`src/design/lvdcPkg.sv`:
```
`default_nettype none

package lvdcPkg;

    // memory geometry.
    localparam int addrWidth = 9;
    localparam int memDepth = 512;

    // a word is 26 data bits with two parity bits on top.
    localparam int dataWidth = 26;
    localparam int wordWidth = 28;
    localparam int syllableWidth = 13;

    // timing generator states.
    localparam logic [1:0] phIdle = 2'd0;
    localparam logic [1:0] phA = 2'd1;
    localparam logic [1:0] phB = 2'd2;
    localparam logic [1:0] phC = 2'd3;

    // opcode field values.
    localparam logic [3:0] opHop = 4'd0;
    localparam logic [3:0] opMpy = 4'd1;
    localparam logic [3:0] opSub = 4'd2;
    localparam logic [3:0] opDiv = 4'd3;
    localparam logic [3:0] opTnz = 4'd4;
    localparam logic [3:0] opMph = 4'd5;
    localparam logic [3:0] opAnd = 4'd6;
    localparam logic [3:0] opAdd = 4'd7;
    localparam logic [3:0] opTra = 4'd8;
    localparam logic [3:0] opXor = 4'd9;
    localparam logic [3:0] opPio = 4'd10;
    localparam logic [3:0] opSto = 4'd11;
    localparam logic [3:0] opTmi = 4'd12;
    localparam logic [3:0] opRsu = 4'd13;
    localparam logic [3:0] opShf = 4'd14;
    localparam logic [3:0] opCla = 4'd15;

    typedef struct packed {
        logic [3:0] opcode;
        logic [addrWidth-1:0] operand;
    } syllable_t;

    typedef struct packed {
        syllable_t syl1; // upper half.
        syllable_t syl0;
    } sylPair_t;

    // data word or instruction pair, same 26 bits.
    typedef union packed {
        logic signed [dataWidth-1:0] data;
        sylPair_t syl;
    } lvdcWord_u;

    typedef enum logic [3:0] {
        exNop,
        exAdd,
        exSub,
        exRsu,
        exAnd,
        exXor,
        exCla,
        exSto,
        exTra,
        exTmi,
        exTnz
    } execOp_e;

endpackage

`default_nettype wire

```
`src/design/syllableDecode.sv`:
```
`timescale 1ns/1ps
`default_nettype none

module syllableDecode import lvdcPkg::*; (
    input wire logic clk,
    input wire logic rstN,
    input wire logic phaseA,
    input wire logic [wordWidth-1:0] readWord,
    input wire logic pcSyl,
    output execOp_e execOp,
    output logic [addrWidth-1:0] operandAddr
);

    lvdcWord_u fetched;
    syllable_t curSyl;

    // parity bits play no part in decode.
    assign fetched = readWord[dataWidth-1:0];

    // instruction register, cleared to HOP so reset decodes as a no-op.
    always_ff @(posedge clk) begin
        if (!rstN) begin
            curSyl <= '0;
        end else if (phaseA) begin
            if (pcSyl) begin
                curSyl <= fetched.syl.syl1;
            end else begin
                curSyl <= fetched.syl.syl0;
            end
        end
    end

    always_comb begin
        unique case (curSyl.opcode)
            opAdd: execOp = exAdd;
            opSub: execOp = exSub;
            opRsu: execOp = exRsu;
            opAnd: execOp = exAnd;
            opXor: execOp = exXor;
            opCla: execOp = exCla;
            opSto: execOp = exSto;
            opTra: execOp = exTra;
            opTmi: execOp = exTmi;
            opTnz: execOp = exTnz;
            // multiply/divide, I/O and shift units are not built.
            opHop, opMpy, opDiv, opMph, opPio, opShf: begin
                execOp = exNop;
            end
            default: execOp = exNop;
        endcase
    end

    assign operandAddr = curSyl.operand;

endmodule

`default_nettype wire

```
`config.mk`:
```
export PLATFORM = sky130hd
export DESIGN_NAME = syllableDecode
export DESIGN_NICKNAME = d
export VERILOG_FILES = /design/src/design/lvdcPkg.sv /design/src/design/syllableDecode.sv
export SDC_FILE = /design/constraint.sdc
export NUM_CORES = 1
export LEC_CHECK = 0
export BUFFER_PORTS_ARGS = -buffer_cell sky130_fd_sc_hd__buf_2
export CORE_UTILIZATION = 44
export CTS_CLUSTER_DIAMETER = 60
export DETAILED_ROUTE_END_ITERATION = 6
export PLACE_DENSITY = 0.9
export SETUP_SLACK_MARGIN = 0.02
export SYNTH_ARGS = -nofsm -noshare
export SYNTH_HDL_FRONTEND = slang
export SYNTH_SLANG_ARGS = --single-unit
export TNS_END_PERCENT = 50
```
`constraint.sdc`:
```
create_clock -name clk -period 1.5 [get_ports clk]
set_input_delay 0.075 -clock clk [delete_from_list [all_inputs] [get_ports clk]]
set_output_delay 0.075 -clock clk [all_outputs]
set_load 0.01 [all_outputs]
```
Word-level counts from Yosys, hierarchy flattened:

Memory sizes are Yosys's and may differ from the RTL's. A register that Yosys moved wholly into a read port is not among the register bits.
Cells that the tools add are included.

* bits in registers: 13
* bits in read-only memories: 64
* logic and storage cells: 6
* memories kept: 1

Memories
* (name not given): depth 16, bits a word 4, read ports 1, clocked after memory_dff 1, wr ports 0, RTL line syllableDecode.sv:34 `unique case (curSyl.opcode)`

* multiplexer cells: 3

Operators by type and width (count)
* $mux W13: 1
* $mux W4: 2

Depth between registers and ports, before layout:

Gate-level depths: netlist (run 1).

* word-level depth: 3
* depth in mapped cells: 5
* gate-level depth less buffers: 4

Least setup slack after synthesis (run 1):

No wires, ideal clock.

* path kind: input to register
* start point: in pcSyl
* end point: reg execOp[2] (netlist name)
* arrival time: 1.132 ns
* required time: 1.380 ns
* setup slack: 0.249 ns
* cell stages on the path: 4
* cell sequence: mux2_2 mux2i_4 and4bb_1 o31a_1

* longest elaborated chain between the ends: 3

RTL lines
* start: declaration: RTL line syllableDecode.sv:9 `input wire logic pcSyl,`
* $mux W13: RTL line syllableDecode.sv:25 `if (pcSyl) begin`
* $mux W4 (no line) (2 in a row)

No other way between the ends.
A chain may end at the register's enable or synchronous reset.

Worst setup path after layout (run 1):

* start point: in pcSyl
* end point: reg execOp[0] (netlist name)

* longest elaborated chain between the ends: 3

RTL lines (RTL line)
* $mux W13: syllableDecode.sv:25
* $mux W4 (no line) (2 in a row)

No other way between the ends.

==> results.txt, run 1 <==
The flow ran to the end, and the final reports show no timing, DRC or antenna violations. The initial antenna violation count is 0. Summing every instance area after synthesis gives 877 um2.

Setup repair after global routing left no endpoint under its margin. The setup slack on the worst flop-to-flop path came out at 230 ps. Counting the buffers created by CTS gives 3. The final estimated routing congestion in global placement is 0.722. The type of the most critical hold path is in -> reg. The largest individual stage delay along the critical path comes from the cell sky130_fd_sc_hd__mux2_2. The analysis attributes to cell leakage a power of 0.512 nW. After floorplanning, the core was sized to cover 0.00180 mm2. The placed wire-length estimate after detailed placement came out at 1.29 mm. The number of DRC violations after detailed routing came out at 0. The number of nets in the layout came out at 153. The overall via count from detail_route came out at 715. The clock period minus worst slack is 1280 ps. The floorplan row count is 15. In the final routed layout, each cell accounts on average for 11.1 um. The die is 46.6 um wide. The synthesized area divided by synthesized cell count is 10.7 um2. The worst setup slack after placement is -70.6 ps. The number of hold violations in the final report is 0. The root buffer selected by CTS is sky130_fd_sc_hd__clkbuf_4.

Across the VDD grid, the largest voltage drop is 0.402 mV. STA classifies the critical path startpoint as an input pin. The die outline height is 46.6 um. The post-synthesis cell count came out at 82.

The achievable clock frequency came out at 780 MHz. The area growth from synthesis to layout is 23.5%. The total track usage came out at 16.2%. The relative slew slack is 69.9%.

The pin count of the biggest net entering global routing came out at 19. The worst path meets setup with 218 ps of slack. Of all nets on the critical path, the largest fanout is 9. The total congestion overflow after global routing is 0. The cell family contributing the most delay on the critical path is multiplexers.

For this design the ratio of total power to cell area is 886 mW/mm2. After the first detailed-routing iteration, the DRC count stood at 7. Measured on the finished design, the core utilization comes to 60.1%.

The net count after synthesis is 114. In this run the number of H-tree levels came out at 1. TritonCTS built the clock tree. The critical path required time came out at 1720 ps. The count of pins over their slew limit is 0. The later-pin clock latency in the skew report is 280 ps. The number of buffers inserted to repair setup after CTS is 0.

STA classifies the critical path endpoint as a flop. The area of the die is 0.00218 mm2. The hold buffer count at CTS is 0.

The count of pins on the block boundary came out at 45. The critical path in this run is classified as in -> reg. Max-cap violations in this run came to 0. For this configuration, the core starts out at a cell density of 48.7%. The share of layout cells above drive strength 1 came out at 49.2%. The flip-flop and latch count after synthesis came out at 17. The worst clock skew on the final layout is 3.79 ps. The number of gates resized after CTS was 0. The first TritonRoute pass finished after 2 iterations. The Yosys step of the flow raised 0 warnings. The aggregate routed wire length is 1.61 mm. Dividing the final minimum period by the clock period gives 85.5%. The antenna cell count came out at 0.

The signal on the critical path passes through buf_2 -> mux2_2 -> mux2i_2 -> nor4b_1 -> o31a_1. The worst-case hold slack is 44.8 ps. The maximum number of buffers from clock root to sink came out at 2. The global-route wire length before repair came out at 2.48 mm. The total clock sinks came out at 17. The clock transition at the registers of the reported paths came out at 90 ps. The proportion of synthesized chip area in sequential cells came out at 38.8%. The detail route stage leaves a number of antenna-violating nets equal to 0. The measured slew at the worst slew-check pin is 451 ps. Data arrives at the worst endpoint at 1510 ps. The peak per-stage delay on the critical path came out at 360 ps. The via density per instance is 4.93. The number of buffers and inverters on the critical path is 1.

The filler-free cell count of the finished design came out at 145. In this run, placement finished with an instance count of 141. The number of global-route vias before repair came out at 636.

Buffers placed on the I/O ports in this run total 42. The unique cell type count in the Yosys netlist is 23. Setup violations remaining at the end of the flow were counted as 0.
-- Yosys cell counts (all sizes together) --
cell type   n  area share (%)
and4bb      1             1.4
dfxtp      17              39
nor2       13             5.6
o211ai      1            0.86
nor4b       1             1.0
a221oi      1             1.7
clkbuf      1            0.43
inv         1            0.43
nor3        1            0.57
o31a        2             2.0
nand3       1            0.57
nor3b       2             1.7
mux2i      13              20
mux2        4             5.6
a211oi      9             7.7
a21oi       1            0.57
buf        12              11
or2         1            0.71
-- final cells by class --
cell class                 count  area (um2)
fill                         167         718
multi-input combinational     51         434
sequential                    17         340
timing repair buffer          47         248
tap                           25        31.3
clock buffer                   4        26.3
inverter                       1        3.75
-- placed cells by master (no fill, tap or decap) --
| cell type | Yosys | final |
|---|---|---|
| sky130_fd_sc_hd__mux2i_4 | 3 | 3 |
| sky130_fd_sc_hd__mux2_4 | 1 | 1 |
| sky130_fd_sc_hd__nor4b_1 | 1 | 1 |
| sky130_fd_sc_hd__a221oi_2 | 1 | 1 |
| sky130_fd_sc_hd__nor3b_1 | 2 | 2 |
| sky130_fd_sc_hd__buf_4 | 9 | 5 |
| sky130_fd_sc_hd__and4bb_1 | 1 | 1 |
| sky130_fd_sc_hd__nor2_1 | 13 | 13 |
| sky130_fd_sc_hd__nand3_1 | 1 | 1 |
| sky130_fd_sc_hd__buf_2 | 1 | 42 |
| sky130_fd_sc_hd__dfxtp_1 | 17 | 17 |
| sky130_fd_sc_hd__mux2i_1 | 9 | 9 |
| sky130_fd_sc_hd__a21oi_1 | 1 | 1 |
| sky130_fd_sc_hd__mux2_2 | 3 | 3 |
| sky130_fd_sc_hd__o31a_1 | 2 | 2 |
| sky130_fd_sc_hd__clkbuf_4 | 0 | 3 |
| sky130_fd_sc_hd__inv_1 | 1 | 1 |
| sky130_fd_sc_hd__a211oi_1 | 9 | 9 |
| sky130_fd_sc_hd__mux2i_2 | 1 | 1 |
| sky130_fd_sc_hd__nor3_1 | 1 | 1 |
| sky130_fd_sc_hd__clkbuf_1 | 1 | 1 |
| sky130_fd_sc_hd__o211ai_1 | 1 | 1 |
| sky130_fd_sc_hd__or2_1 | 1 | 1 |
-- cell families after synthesis --
| family | count (synthesis) | synth area share, % |
|---|---|---|
| flip-flops | 17 | 38.8 |
| AND/OR/NAND/NOR | 20 | 11.6 |
| buffers and inverters | 14 | 11.7 |
| AO/OA/AOI/OAI | 14 | 12.8 |
| multiplexers | 17 | 25.1 |
-- power breakdown --
group	internal (mW)	switching (mW)	total (mW)
sequential	0.485	0.0146	0.499
clock	0.103	0.131	0.235
combinational	0.118	0.108	0.226
-- metal layers --
metal	GRT usage [%]	part of all wire (%)	vias to the layer above
met5	0	0	-
met4	8.57	3.2	0
met3	2.35	4.9	8
met2	29.7	48	29
met1	17.6	44	312
li1	-	-	366
-- path summary, 6_finish.rpt --
kind              cells past startpoint              to           start
setup reg to reg                      3       execOp[0]      curSyl[12]
hold / removal                        2       execOp[2]            rstN
hold reg to reg                       2  operandAddr[5]  operandAddr[5]
setup / recovery                      5       execOp[0]           pcSyl
-- flip-flops by register name, indices dropped and copies added (netlist names) --
signal and cells:
execOp 4, operandAddr 9, curSyl 4
-- through the flow --
stage	power (mW)	cell area (um2)	TNS [ps]
5_1_grt	1.02	1080	0
4_1_cts	0.968	1080	0
6_report	0.960	1080	0
3_3_place_gp	0.729	1060	0
2_1_floorplan	0.670	877	0
3_5_place_dp	0.737	1060	-70.6
-- worst register-to-register path, stage by stage, from the launching register on --
cell	delay, ps
sky130_fd_sc_hd__dfxtp_1	320
sky130_fd_sc_hd__mux2i_2	360
sky130_fd_sc_hd__nor4b_1	350
sky130_fd_sc_hd__o31a_1	190
No activity file was read; power rests on OpenSTA's default activity.
==> run 2: changes to the inputs <==
CORE_MARGIN = 2   (was unset)
==> results.txt, run 2 (synthesis results as in run 1) <==
The flow ran to the end, and the final reports show no timing, DRC or antenna violations. The measured slew at the worst slew-check pin was 472 ps (+21.6 ps). Among cell families on the critical path, the largest total delay comes from multiplexers. The buffering stage count on the worst path with inverters included came out at 0 (-1). The share of the clock period used by the worst path after layout came to 80.6% (-4.9 points). The post-layout total power is 965 uW (+0.54%). The power density normalized to cell area is 894 mW/mm2 (+0.89%). The count of pins on the block boundary is 45 (unchanged). The die outline height is 48.6 um (+4.3%). Walking the worst path, the cells encountered are mux2i_2 -> nor3b_1 -> o31a_1.

The number of CTS-inserted buffers came out at 3 (unchanged). The total track usage came out at 16.5% (+0.30 points). The highest net fanout along the worst path came out at 9 (unchanged).

The first-pass iteration count of the detailed router came to 4 (+2). The worst clock skew on the final layout is 1.11 ps (-2.68 ps). The count of pins over their slew limit came out at 0 (unchanged). The number of nets in the layout is 152 (-0.65%).

The type of the most critical hold path is in -> reg. The critical path required time is 1690 ps (-30 ps). TritonCTS built the clock tree. The DRC marker count from the first detailed-route iteration came out at 9 (+2). The kind of end point of the critical path is a flop. The maximum number of buffers from clock root to sink is 2 (unchanged). The aggregate routed wire length is 1.76 mm (+8.9%).

The critical path is of the reg -> reg type. The total congestion overflow after global routing is 0 (unchanged). The peak per-stage delay on the critical path was 350 ps (about the same). The global-route wire length before repair came out at 2.97 mm (+20%).

The via density per instance came out at 4.80 (-2.6%). The number of DRC violations after detailed routing is 0 (unchanged). The arrival time at the worst endpoint came out at 1390 ps (-120 ps). The relative slew slack is 68.5% (-1.4 points).

The number of flip-flops under the largest register name came out at 9 (unchanged). The worst setup slack after placement came to 18.2 ps (+88.8 ps). The achievable clock frequency is 828 MHz (+6.1%). In the layout the commonest cells are 42 x sky130_fd_sc_hd__buf_2, 17 x sky130_fd_sc_hd__dfxtp_1, 13 x sky130_fd_sc_hd__nor2_1.

The quantity of I/O buffers inserted on ports is 42 (unchanged). The clock period minus worst slack came out at 1210 ps (-74.1 ps). The root buffer selected by CTS is sky130_fd_sc_hd__clkbuf_4. The final estimated routing congestion in global placement is 0.729 (+1.0%). From synthesis to final layout, the design area changed by 23.1%. The worst path setup slack after routing is 292 ps (+74.1 ps). The number of global-route vias before repair came to 709 (+11%). For this design, the slowest cell found on the critical path is sky130_fd_sc_hd__mux2i_2.

The number of gates resized after cts is 0 (unchanged). The overall via count from detail_route came out at 701 (-2.0%). The later-pin clock latency in the skew report is 280 ps (about the same). The worst voltage drop across the vdd grid came out at 0.443 mV (+10%). The share of layout cells above drive strength 1 came out at 49.6% (+0.41 points).

The number of H-tree levels came to 1 (unchanged). The number of buffers inserted to repair setup after CTS is 0 (unchanged). Setup repair after global routing left no endpoint under its margin. The hold buffer count at CTS came out at 0 (unchanged).

The floorplan core area is 0.00192 mm2 (+6.7%). The chip width came out at 48.6 um (+4.3%). The floorplan row count came out at 16 (+1).

The most common cell after layout, fill and taps aside is sky130_fd_sc_hd__buf_2. The setup TNS is 0 ps (unchanged). The initial antenna violation count was 0 (unchanged). The startpoint class of the critical path is a flop.

The number of setup violations in the final report was 0 (unchanged). The count of nets left with antenna violations after detail routing is 0 (unchanged). The area of the die is 0.00237 mm2 (+8.8%). The placed wire-length estimate after detailed placement came out at 1.33 mm (+3.3%). The cell leakage power came out at 0.510 nW (-0.41%). The starting density of the core came out at 45.6% (-3.0 points).

The average wire per cell in the routed design is 12.0 um (+8.1%). The number of max-cap violations is 0 (unchanged). The number of hold violations in the final report is 0 (unchanged). The total clock sinks came out at 17 (unchanged).

The pin count of the biggest net entering global routing is 19 (unchanged). The antenna cell count is 0 (unchanged). The clock transition at the registers of the reported paths was 100 ps (about the same).
run 2: changes by cell type in the layout (fill, tap and decap cells not counted):
cell                       before  now
sky130_fd_sc_hd__clkinv_2       0    1
sky130_fd_sc_hd__clkbuf_1       1    0
sky130_fd_sc_hd__buf_4          5    4
run 2: worst paths after layout:
check / to / startpoint / cells after the start / slack (ps)
worst max-delay path: execOp[0] / curSyl[12] / 3 / 290
worst min-delay path: execOp[0] / rstN / 2 / 40
worst max register to register: execOp[0] / curSyl[12] / 3 / 290
worst min register to register: operandAddr[4] / operandAddr[4] / 2 / 490
run 2: worst register-to-register path: cells and delay by family (launching register included):
| kind | cells | cell delay [ps] |
|---|---|---|
| mux | 1 | 350 |
| flops | 1 | 320 |
| compound gates | 1 | 300 |
| simple gates | 1 | 130 |
run 2: power breakdown:
part           switching [mW]  internal, mW
Sequential             0.0149         0.485
Combinational           0.109         0.117
Clock                   0.141        0.0990
run 2: layout make-up:
class	instances	area [um2]
inverters	1	3.75
well taps	27	33.8
clock buffers	3	22.5
flip-flops and latches	17	340
fillers	177	842
clock inverters	1	5.00
repair buffers	46	240
multi-input cells	51	434
run 2: per-stage QoR:
stage	area (um2)	utilization, %	hold WS (ps)	std cells
6_report	1080	56.2	39.6	146
5_1_grt	1080	56.2	8.80	146
4_1_cts	1080	56.2	32.3	146
3_5_place_dp	1050	54.8	346	142
3_3_place_gp	1050	54.8	338	142
2_1_floorplan	877	-	203	82
run 2: metal layers:
| metal | track usage [%] | wire (um) | vias to the layer above |
|---|---|---|---|
| met5 | 0 | 0 | - |
| met4 | 9.52 | 19 | 0 |
| li1 | - | - | 363 |
| met2 | 30.1 | 899 | 25 |
| met1 | 16.1 | 751 | 311 |
| met3 | 5.56 | 84 | 2 |
==> run 3: changes to the inputs <==
CORE_UTILIZATION = 39   (was 44)
PLACE_DENSITY = 0.85   (was 0.9)
clock period = 1 ns   (was 1.5 ns; I/O delays follow)
==> results.txt, run 3 (synthesis results as in run 1) <==
The utilization after layout is 54.8% (-1.3 points). The type of the most critical hold path is in -> reg. The worst-case hold slack is 23.0 ps (-16.6 ps). The aggregate routed wire length came out at 2.03 mm (+16%). The quantity of I/O buffers inserted on ports came out at 42 (unchanged). The placed wire-length estimate after detailed placement came out at 1.54 mm (+15%).

The setup TNS is -433 ps (-433 ps). The filler-free cell count of the finished design came out at 155 (+6.2%). The placement-stage cell area was 0.00110 mm2 (+4.2%).

The number of nets in the layout was 160 (+5.3%). STA classifies the critical path endpoint as a flop. The power density normalized to cell area is 1300 mW/mm2 (+45%). The count of pins over their slew limit is 0 (unchanged). The die outline height was 51.4 um (+5.7%).

The number of flip-flops under the largest register name came out at 9 (unchanged). The number of max-cap violations is 0 (unchanged). The critical path required time is 1190 ps (-500 ps). The worst path setup slack after routing came out at -139 ps (-431 ps). Clock tree synthesis selected as its root buffer the cell sky130_fd_sc_hd__clkbuf_4.

The final reports fail on negative setup slack. The average wire per cell in the routed design came out at 13.1 um (+9.1%). The number of H-tree levels is 1 (unchanged). The cell leakage power is 0.566 nW (+11%). The clock transition at the registers of the reported paths came out at 100 ps (about the same). The overall via count from detail_route came out at 767 (+9.4%). The worst voltage drop across the vdd grid came to 0.568 mV (+28%). The post-layout total power came out at 1.55 mW (+60%). Setup repair after global routing could not meet its margin everywhere. The count of pins on the block boundary came out at 45 (unchanged). The chip width is 51.4 um (+5.7%). The worst setup slack after placement is -413 ps (-432 ps).

The number of setup violations in the final report came out at 4 (+4). The arrival time at the worst endpoint is 1330 ps (-60 ps). The measured slew at the worst slew-check pin was 457 ps (-15.5 ps). The floorplan core area came to 0.00217 mm2 (+13%).

The DRC marker count from the first detailed-route iteration is 3 (-6). The total non-filler cell area in the finished layout is 0.00119 mm2 (+10%). The worst clock skew on the final layout is 0.132 ps (-0.980 ps). The number of fill cells in the layout came out at 198 (+12%). The startpoint class of the critical path is a flop. The via density per instance came to 4.95 (+3.1%). The pin count of the biggest net entering global routing came out at 19 (unchanged). The share of layout cells above drive strength 1 came out at 56.7% (+7.1 points). The number of CTS-inserted buffers came out at 3 (unchanged). The library cell used most frequently in the layout, excluding fill and tap cells, is sky130_fd_sc_hd__buf_2. The achievable clock frequency was 878 MHz (+6.0%).

The initial antenna violation count is 0 (unchanged). From synthesis to final layout, the design area changed by 35.7%. The clock tree from TritonCTS is built. The total clock sinks is 17 (unchanged).

The number of global-route vias before repair is 724 (+2.1%). The count of nets left with antenna violations after detail routing came to 0 (unchanged). The share of the clock period used by the worst path after layout came to 114% (+33 points). The number of DRC violations after detailed routing is 0 (unchanged). In the layout the commonest cells are 42 x sky130_fd_sc_hd__buf_2, 13 x sky130_fd_sc_hd__nor2_1, 13 x sky130_fd_sc_hd__dfxtp_1.

The flow ran to the end, but the final reports show violations. The clock period minus worst slack is 1140 ps (-68.9 ps). The antenna cell count was 0 (unchanged). The total track usage is 16.1% (-0.47 points). The critical path is of the reg -> reg type.

The total congestion overflow after global routing came out at 0 (unchanged). The highest net fanout along the worst path came out at 7 (-2). The area of the die came out at 0.00264 mm2 (+12%). The cell total after placement is 147 (+3.5%). The number of hold violations in the final report came out at 0 (unchanged). The first-pass iteration count of the detailed router came out at 4 (unchanged). The floorplan row count came out at 17 (+1).

The later-pin clock latency in the skew report is 290 ps (about the same). The maximum number of buffers from clock root to sink was 2 (unchanged). The starting density of the core was 40.4% (-5.2 points). The final estimated routing congestion in global placement came out at 0.754 (+3.4%).

The relative slew slack is 69.5% (+1.0 points). The global-route wire length before repair came out at 3.11 mm (+4.4%).
run 3: power breakdown:
group / internal (mW) / switching [mW]
Combinational: 0.226 / 0.191
Sequential: 0.729 / 0.0212
Clock: 0.156 / 0.224
Total: 1.11 / 0.436
run 3: worst paths after layout:
path	from	endpoint	slack (ps)	cells past startpoint
worst max-delay path	curSyl[10]	execOp[2]	-140	3
worst max register to register	curSyl[10]	execOp[2]	-140	3
worst min register to register	operandAddr[6]	operandAddr[6]	490	2
worst min-delay path	rstN	execOp[2]	20	2
run 3: worst max-delay path, cell delays in order, from the launching register on:
cell and delay (ps):
sky130_fd_sc_hd__dfxtp_2 340, sky130_fd_sc_hd__mux2i_4 240, sky130_fd_sc_hd__and4bb_1 220, sky130_fd_sc_hd__o31a_1 240
run 3: routing by layer:
layer  up-vias  routed length (um)  GRT usage [%]
met4         0                  53           12.3
met2        25                 993           27.6
li1        379                   -              -
met1       359                 873           17.0
met3         4                 113           3.22
met5         -                   0              0
run 3: what timing repair did:
item                                    4_1_cts  5_1_grt
hold buffers                                  0        1
endpoints found under the setup margin        3        4
setup buffers                                 1        2
pin swaps                                     1        1
hold endpoints to repair                      0        1
resized for setup                             4        7
run 3: final cells by class:
cell class                      count  area (um2)  share of cell area (%)
Tap cell                           28        35.0                    2.94
Timing Repair Buffer               54         322                    27.0
Sequential cell                    17         345                    29.0
Multi-Input combinational cell     51         458                    38.5
Inverter                            1        3.75                   0.315
Clock buffer                        4        26.3                    2.21
